==> src/common/mips_pkg.sv <==
package mips_pkg;

    localparam int WORD_W    = 32;
    localparam int REG_IDX_W = 5;
    localparam int IMM_W     = 16;

    typedef logic [WORD_W-1:0]    word_t;
    typedef logic [REG_IDX_W-1:0] reg_idx_t;

    // lo value on division by zero
    localparam word_t HILO_DIV0_LO = 32'hFFFF_FFFF;

    typedef enum logic [5:0] {
        OP_SPECIAL = 6'd0,
        OP_REGIMM  = 6'd1,
        OP_BEQ     = 6'd4,
        OP_BNE     = 6'd5,
        OP_BLEZ    = 6'd6,
        OP_BGTZ    = 6'd7,
        OP_ADDI    = 6'd8,
        OP_ADDIU   = 6'd9,
        OP_SLTI    = 6'd10,
        OP_SLTIU   = 6'd11,
        OP_ANDI    = 6'd12,
        OP_ORI     = 6'd13,
        OP_XORI    = 6'd14,
        OP_LUI     = 6'd15,
        OP_LW      = 6'd35,
        OP_SW      = 6'd43
    } opcode_e;

    typedef enum logic [5:0] {
        FN_SLL   = 6'd0,
        FN_SRL   = 6'd2,
        FN_SRA   = 6'd3,
        FN_SLLV  = 6'd4,
        FN_SRLV  = 6'd6,
        FN_SRAV  = 6'd7,
        FN_MFHI  = 6'd16,
        FN_MTHI  = 6'd17,
        FN_MFLO  = 6'd18,
        FN_MTLO  = 6'd19,
        FN_MULT  = 6'd24,
        FN_MULTU = 6'd25,
        FN_DIV   = 6'd26,
        FN_DIVU  = 6'd27,
        FN_ADD   = 6'd32,
        FN_ADDU  = 6'd33,
        FN_SUB   = 6'd34,
        FN_SUBU  = 6'd35,
        FN_AND   = 6'd36,
        FN_OR    = 6'd37,
        FN_XOR   = 6'd38,
        FN_NOR   = 6'd39,
        FN_SLT   = 6'd42,
        FN_SLTU  = 6'd43
    } funct_e;

    // rt field codes under OP_REGIMM
    typedef enum logic [4:0] {
        RI_BLTZ   = 5'd0,
        RI_BGEZ   = 5'd1,
        RI_BLTZAL = 5'd16,
        RI_BGEZAL = 5'd17
    } regimm_e;

    typedef enum logic [4:0] {
        ALU_ADD, ALU_SUB, ALU_AND, ALU_OR, ALU_XOR, ALU_NOR,
        ALU_SLT, ALU_SLTU, ALU_SLL, ALU_SRL, ALU_SRA, ALU_LUI,
        ALU_PASS_HI, ALU_PASS_LO,
        ALU_EQ, ALU_NE, ALU_LEZ, ALU_GTZ, ALU_LTZ, ALU_GEZ
    } alu_op_e;

    typedef enum logic [2:0] {
        HILO_NONE, HILO_MULT, HILO_MULTU, HILO_DIV, HILO_DIVU, HILO_MTHI, HILO_MTLO
    } hilo_op_e;

endpackage
==> src/hdl/mips_decode.sv <==
`timescale 1ns/10ps

module mips_decode (
    input  mips_pkg::word_t    instr,
    output mips_pkg::alu_op_e  alu_op,
    output mips_pkg::hilo_op_e hilo_op,
    output logic               use_imm,
    output logic               shift_by_reg,
    output mips_pkg::reg_idx_t dest_reg,
    output logic               wr_en,
    output logic               is_branch,
    output logic               is_mem,
    output logic               illegal
);
    import mips_pkg::*;

    opcode_e  opcode;
    funct_e   funct;
    regimm_e  rt_code;
    reg_idx_t rt;
    reg_idx_t rd;

    assign opcode  = opcode_e'(instr[31:26]);
    assign funct   = funct_e'(instr[5:0]);
    assign rt_code = regimm_e'(instr[20:16]);
    assign rt      = instr[20:16];
    assign rd      = instr[15:11];

    assign dest_reg = (opcode == OP_SPECIAL) ? rd : rt; // r-type writes rd

    always_comb begin
        alu_op       = ALU_ADD;
        hilo_op      = HILO_NONE;
        use_imm      = 1'b0;
        shift_by_reg = 1'b0;
        wr_en        = 1'b0;
        is_branch    = 1'b0;
        is_mem       = 1'b0;
        illegal      = 1'b0;
        case (opcode)
            OP_SPECIAL: begin
                wr_en = 1'b1; // cleared below for hi/lo writers
                case (funct)
                    FN_SLL:  alu_op = ALU_SLL;
                    FN_SRL:  alu_op = ALU_SRL;
                    FN_SRA:  alu_op = ALU_SRA;
                    FN_SLLV: begin
                        alu_op       = ALU_SLL;
                        shift_by_reg = 1'b1;
                    end
                    FN_SRLV: begin
                        alu_op       = ALU_SRL;
                        shift_by_reg = 1'b1;
                    end
                    FN_SRAV: begin
                        alu_op       = ALU_SRA;
                        shift_by_reg = 1'b1;
                    end
                    FN_MFHI: alu_op = ALU_PASS_HI;
                    FN_MFLO: alu_op = ALU_PASS_LO;
                    FN_MTHI: begin
                        wr_en   = 1'b0;
                        hilo_op = HILO_MTHI;
                    end
                    FN_MTLO: begin
                        wr_en   = 1'b0;
                        hilo_op = HILO_MTLO;
                    end
                    FN_MULT: begin
                        wr_en   = 1'b0;
                        hilo_op = HILO_MULT;
                    end
                    FN_MULTU: begin
                        wr_en   = 1'b0;
                        hilo_op = HILO_MULTU;
                    end
                    FN_DIV: begin
                        wr_en   = 1'b0;
                        hilo_op = HILO_DIV;
                    end
                    FN_DIVU: begin
                        wr_en   = 1'b0;
                        hilo_op = HILO_DIVU;
                    end
                    FN_ADD, FN_ADDU: alu_op = ALU_ADD; // no overflow trap
                    FN_SUB, FN_SUBU: alu_op = ALU_SUB;
                    FN_AND:  alu_op = ALU_AND;
                    FN_OR:   alu_op = ALU_OR;
                    FN_XOR:  alu_op = ALU_XOR;
                    FN_NOR:  alu_op = ALU_NOR;
                    FN_SLT:  alu_op = ALU_SLT;
                    FN_SLTU: alu_op = ALU_SLTU;
                    default: begin
                        wr_en   = 1'b0;
                        illegal = 1'b1;
                    end
                endcase
            end
            OP_REGIMM: begin
                is_branch = 1'b1; // link write is not handled here
                case (rt_code)
                    RI_BLTZ, RI_BLTZAL: alu_op = ALU_LTZ;
                    RI_BGEZ, RI_BGEZAL: alu_op = ALU_GEZ;
                    default: begin
                        is_branch = 1'b0;
                        illegal   = 1'b1;
                    end
                endcase
            end
            OP_BEQ: begin
                is_branch = 1'b1;
                alu_op    = ALU_EQ;
            end
            OP_BNE: begin
                is_branch = 1'b1;
                alu_op    = ALU_NE;
            end
            OP_BLEZ: begin
                is_branch = 1'b1;
                alu_op    = ALU_LEZ;
            end
            OP_BGTZ: begin
                is_branch = 1'b1;
                alu_op    = ALU_GTZ;
            end
            OP_ADDI, OP_ADDIU: begin
                alu_op  = ALU_ADD;
                use_imm = 1'b1;
                wr_en   = 1'b1;
            end
            OP_SLTI: begin
                alu_op  = ALU_SLT;
                use_imm = 1'b1;
                wr_en   = 1'b1;
            end
            OP_SLTIU: begin
                alu_op  = ALU_SLTU;
                use_imm = 1'b1;
                wr_en   = 1'b1;
            end
            OP_ANDI: begin
                alu_op  = ALU_AND;
                use_imm = 1'b1;
                wr_en   = 1'b1;
            end
            OP_ORI: begin
                alu_op  = ALU_OR;
                use_imm = 1'b1;
                wr_en   = 1'b1;
            end
            OP_XORI: begin
                alu_op  = ALU_XOR;
                use_imm = 1'b1;
                wr_en   = 1'b1;
            end
            OP_LUI: begin
                alu_op  = ALU_LUI;
                use_imm = 1'b1;
                wr_en   = 1'b1;
            end
            OP_LW, OP_SW: begin
                alu_op  = ALU_ADD; // address also on result
                use_imm = 1'b1;
                is_mem  = 1'b1;
            end
            default: illegal = 1'b1;
        endcase
    end

endmodule

==> config.mk <==
export PLATFORM = sky130hd
export DESIGN_NAME = mips_decode
export DESIGN_NICKNAME = d
export VERILOG_FILES = /design/src/common/mips_pkg.sv /design/src/hdl/mips_decode.sv
export SDC_FILE = /design/constraint.sdc
export NUM_CORES = 1
export LEC_CHECK = 0
export ABC_AREA = 0
export BUFFER_PORTS_ARGS = -buffer_cell sky130_fd_sc_hd__buf_2
export CAP_MARGIN = 0
export CELL_PAD_IN_SITES_DETAIL_PLACEMENT = 1
export CELL_PAD_IN_SITES_GLOBAL_PLACEMENT = 1
export CORE_MARGIN = 5
export CORE_UTILIZATION = 28
export DETAILED_ROUTE_END_ITERATION = 16
export PLACE_DENSITY_LB_ADDON = 0.1
export RECOVER_POWER = 25
export SLEW_MARGIN = 20
export SYNTH_ARGS = -nofsm -noshare
export SYNTH_HDL_FRONTEND = slang
export SYNTH_SLANG_ARGS = --single-unit
==> constraint.sdc <==
create_clock -name vclk -period 2.4
set_input_delay 0.24 -clock vclk [all_inputs]
set_output_delay 0.24 -clock vclk [all_outputs]
set_load 0.05 [all_outputs]
After elaboration in Yosys (flattened, before gate mapping)
Cells that the tools add are included.

Reduce and logical (&&, ||, !) cells: 18. Mux-type cells: 17. Equal/unequal tests: 41.

Operator list (count): $eq A6 B6 Y1 const B (12); $pmux W5 S12 (1); $eq A6 B4 Y1 const B (8); $eq A6 B5 Y1 const B (8); $pmux W4 S12 (1); $eq A6 B3 Y1 const B (7); $reduce_or A24 Y1 (1); $pmux W3 S6 (1); $reduce_or A18 Y1 (1); $reduce_or A14 Y1 (1); $reduce_or A2 Y1 (7); $eq A6 B2 Y1 const B (2); $logic_not A6 Y1 (2); $eq A5 B5 Y1 const B (2); $pmux W5 S2 (1); $reduce_or A10 Y1 (1); $mux W1 (8); $reduce_or A4 Y1 (2); $reduce_or A8 Y1 (1); $eq A6 B1 Y1 const B (1); $eq A5 B1 Y1 const B (1); $logic_not A5 Y1 (1); $mux W5 (1); $pmux W1 S2 (2); 3 further kinds (3).

Output and inout port bits: 19. Bits in registers: 0.

Longest topological paths before layout
Depth after elaboration: 4. Mapped depth: 6. Depth with buffers taken out: 4.

Least setup slack after synthesis
Ideal clock, no wire load.

Path type: in2out. Start: input port instr[29]. End: output port shift_by_reg. Setup slack: -0.140 ns. Data required time: 2.160 ns. Arrival time: 2.300 ns. Cell stages on the path: 4. Path buffers: 1. Cells stage by stage: buf_6 nor3_4 nand2_1 nor4_1.

Longest elaborated chain between the ends: 2.

Ends and longest elaborated chain: start: declaration (RTL line mips_decode.sv:4) `input mips_pkg::word_t instr,`; $logic_not A6 Y1 (RTL line mips_decode.sv:40) `case (opcode)`; $mux W1 (RTL line mips_decode.sv:40); end: declaration (RTL line mips_decode.sv:8) `output logic shift_by_reg,`.

No other way between the ends.

Final worst setup path
Start: input port instr[0]. End: output port alu_op[0].

Longest elaborated chain between the ends: 4.

Ends and longest elaborated chain: $eq A6 B6 Y1 (tied with other cells) (RTL line mips_decode.sv:43) `case (funct)`; $reduce_or A2 Y1; $pmux W4 S12 * (RTL line mips_decode.sv:43); $pmux W5 S12 * (RTL line mips_decode.sv:40); end: declaration (RTL line mips_decode.sv:5) `output mips_pkg::alu_op_e alu_op,`.

Every way passes the cells marked *; elsewhere a longest branch is shown, timed or not.

==> impl_metrics.json <==
{
  "yosysWarnings": 0,
  "routabilityCongestion": 0.786,
  "dieArea_um2": 3350,
  "postCtsSetupBuffers": 0,
  "drt_iter0_markers": 16,
  "slew_violations": 0,
  "diodes": 0,
  "cp-end-kind": "output port",
  "crit_chain": "buf_2, or4_4, o2bb2ai_1, o21bai_1, a221o_1, buf_2",
  "core_um2": 2190,
  "leakage_nw": 0.393,
  "fp.dieH_um": 57.9,
  "holdCritStartpoint": "instr[15]",
  "ios": 51,
  "num_vias": 897,
  "start_kind": "input pin",
  "finalHoldViolCount": 0,
  "start_util": 0.293,
  "hold_path_depth": 4,
  "cp_max_fo": 13,
  "multiInputGateArea_um2": 577,
  "cts_resized": 0,
  "grt_pass1_vias": 838,
  "hpwlAfterDp_um": 1890,
  "netlist_area_um2": 642,
  "grt_pass1_wl_um": 3690,
  "port_buffers": 41,
  "fillers": 319,
  "critical_path_class": "input pin to output port",
  "dp_slack_ns": 0.474,
  "fmax_mhz": 521,
  "setup_tns_ns": 0,
  "drive_above_1_share": 0.305,
  "area_growth_pct": 30.0,
  "nets": 175,
  "ctsHoldBuffers": 0,
  "critPathSlowestCell": "or4_4",
  "fin_ws_ns": 0.480,
  "final_util": 0.381,
  "seq_cells": 0,
  "tightest_slew_ns": 0.596,
  "vias_per_cell": 5.31,
  "antenna_found_initial": 0,
  "ir_drop_mv": 0.0566,
  "rsz0062_at_grt": "no",
  "synthCells": 108,
  "fin_crit_sh": 0.800,
  "worst_path_largest_cell_delay_ns": 0.57,
  "synthesis.area_per_instance_um2": 5.94,
  "regArea_um2": 0,
  "fp.dieW_um": 57.9,
  "std_cell_rows": 17,
  "powerDensity_nw_per_um2": 184,
  "wire_per_inst_um": 13.3,
  "n_clock_buffer": 0,
  "crit_path_frequent_cell": "buf_2",
  "synth_nets": 140,
  "worstHoldPathType": "input pin to output port",
  "final_cell_mix": "buf_2 (37), nand2_1 (27), nor2_1 (8)",
  "synth.distinct_cells": 41,
  "drtPass1Iterations": 4,
  "min_period_ns": 1.92,
  "track_usage": 0.130,
  "overflow": 0,
  "hold_end": "dest_reg[4]",
  "crit_required_ns": 2.16,
  "synth-seq-area-share": 0,
  "max_slew_margin": 0.604,
  "drv_cap": 0,
  "final_antenna_net_count": 0,
  "route.detailed.drc": 0,
  "worstPathArrival_ns": 1.68,
  "grt_max_degree": 17,
  "final_common_cell": "buf_2",
  "outcome": "finished, final reports clean",
  "routed_wl_um": 2250,
  "setup_viol": 0
}
[critical path, delay by kind of cell]
kind | cells | cell delay [ns]
buffers and inverters | 2 | 0.43
and+or+nand+nor | 1 | 0.57
AOI/OAI and AO/OA | 3 | 0.43
[stage by stage]
step | std cells | hold slack, ns | total power [mW] | instance area, um^2
6_report | 169 | 0.856 | 0.154 | 835
5_1_grt | 169 | 0.875 | 0.169 | 835
4_1_cts | 169 | 0.860 | 0.156 | 840
3_5_place_dp | 169 | 0.859 | 0.155 | 840
3_3_place_gp | 169 | 0.853 | 0.153 | 840
2_1_floorplan | 108 | 0.585 | 0.111 | 648
[metal layers]
layer	up-vias	wire length [um]	share of wire	track usage
met3	0	77	0.034	0.00668
met2	16	1170	0.52	0.248
met1	422	1000	0.45	0.168
met5	-	0	0	0
met4	0	0	0	0
li1	459	-	-	-
[cell type report]
cell class                 count  area share
multi-input combinational     95       0.691
tap                           28      0.0420
timing repair buffer          42       0.249
inverter                       4      0.0180
[worst max-delay path by stage]
stage,startpoint,to,slack (ns),cells past startpoint
after floorplan,instr[29],hilo_op[2],0.03,6
after global placement,instr[0],alu_op[0],0.49,6
after detailed placement,instr[0],alu_op[0],0.47,6
after CTS,instr[0],alu_op[0],0.47,6
after global routing,instr[0],alu_op[0],0.38,6
final,instr[0],alu_op[0],0.48,6
[kinds of logic after synthesis]
group,Yosys count,share of synthesized area
AOI/OAI and AO/OA,31,0.341
and+or+nand+nor,60,0.489
xor gates and xnor gates,2,0.0273
muxes,2,0.0312
buffers and inverters,13,0.111
[power by group]
part	internal, mW	switching [mW]	total (mW)
registers	0	0	0
clock network	0	0	0
logic	0.0490	0.105	0.154
[synthesized netlist by cell type, types with 2 or more instances]
cell type / instances / share of area
buf_2: 6 / 0.047
nor2b_1: 4 / 0.039
o22ai_1: 2 / 0.019
o2bb2ai_1: 2 / 0.027
xnor2_1: 2 / 0.027
nand2_1: 27 / 0.16
buf_4: 2 / 0.023
a211oi_1: 2 / 0.023
o211ai_1: 2 / 0.023
mux2i_1: 2 / 0.031
a21oi_1: 6 / 0.047
nand2b_1: 3 / 0.029
nor3_1: 3 / 0.023
o21ai_0: 5 / 0.039
and2_1: 2 / 0.019
inv_1: 4 / 0.023
nor2_1: 8 / 0.047
nor4b_1: 2 / 0.027
a22o_1: 2 / 0.027
(Power assumes the default switching activity.)
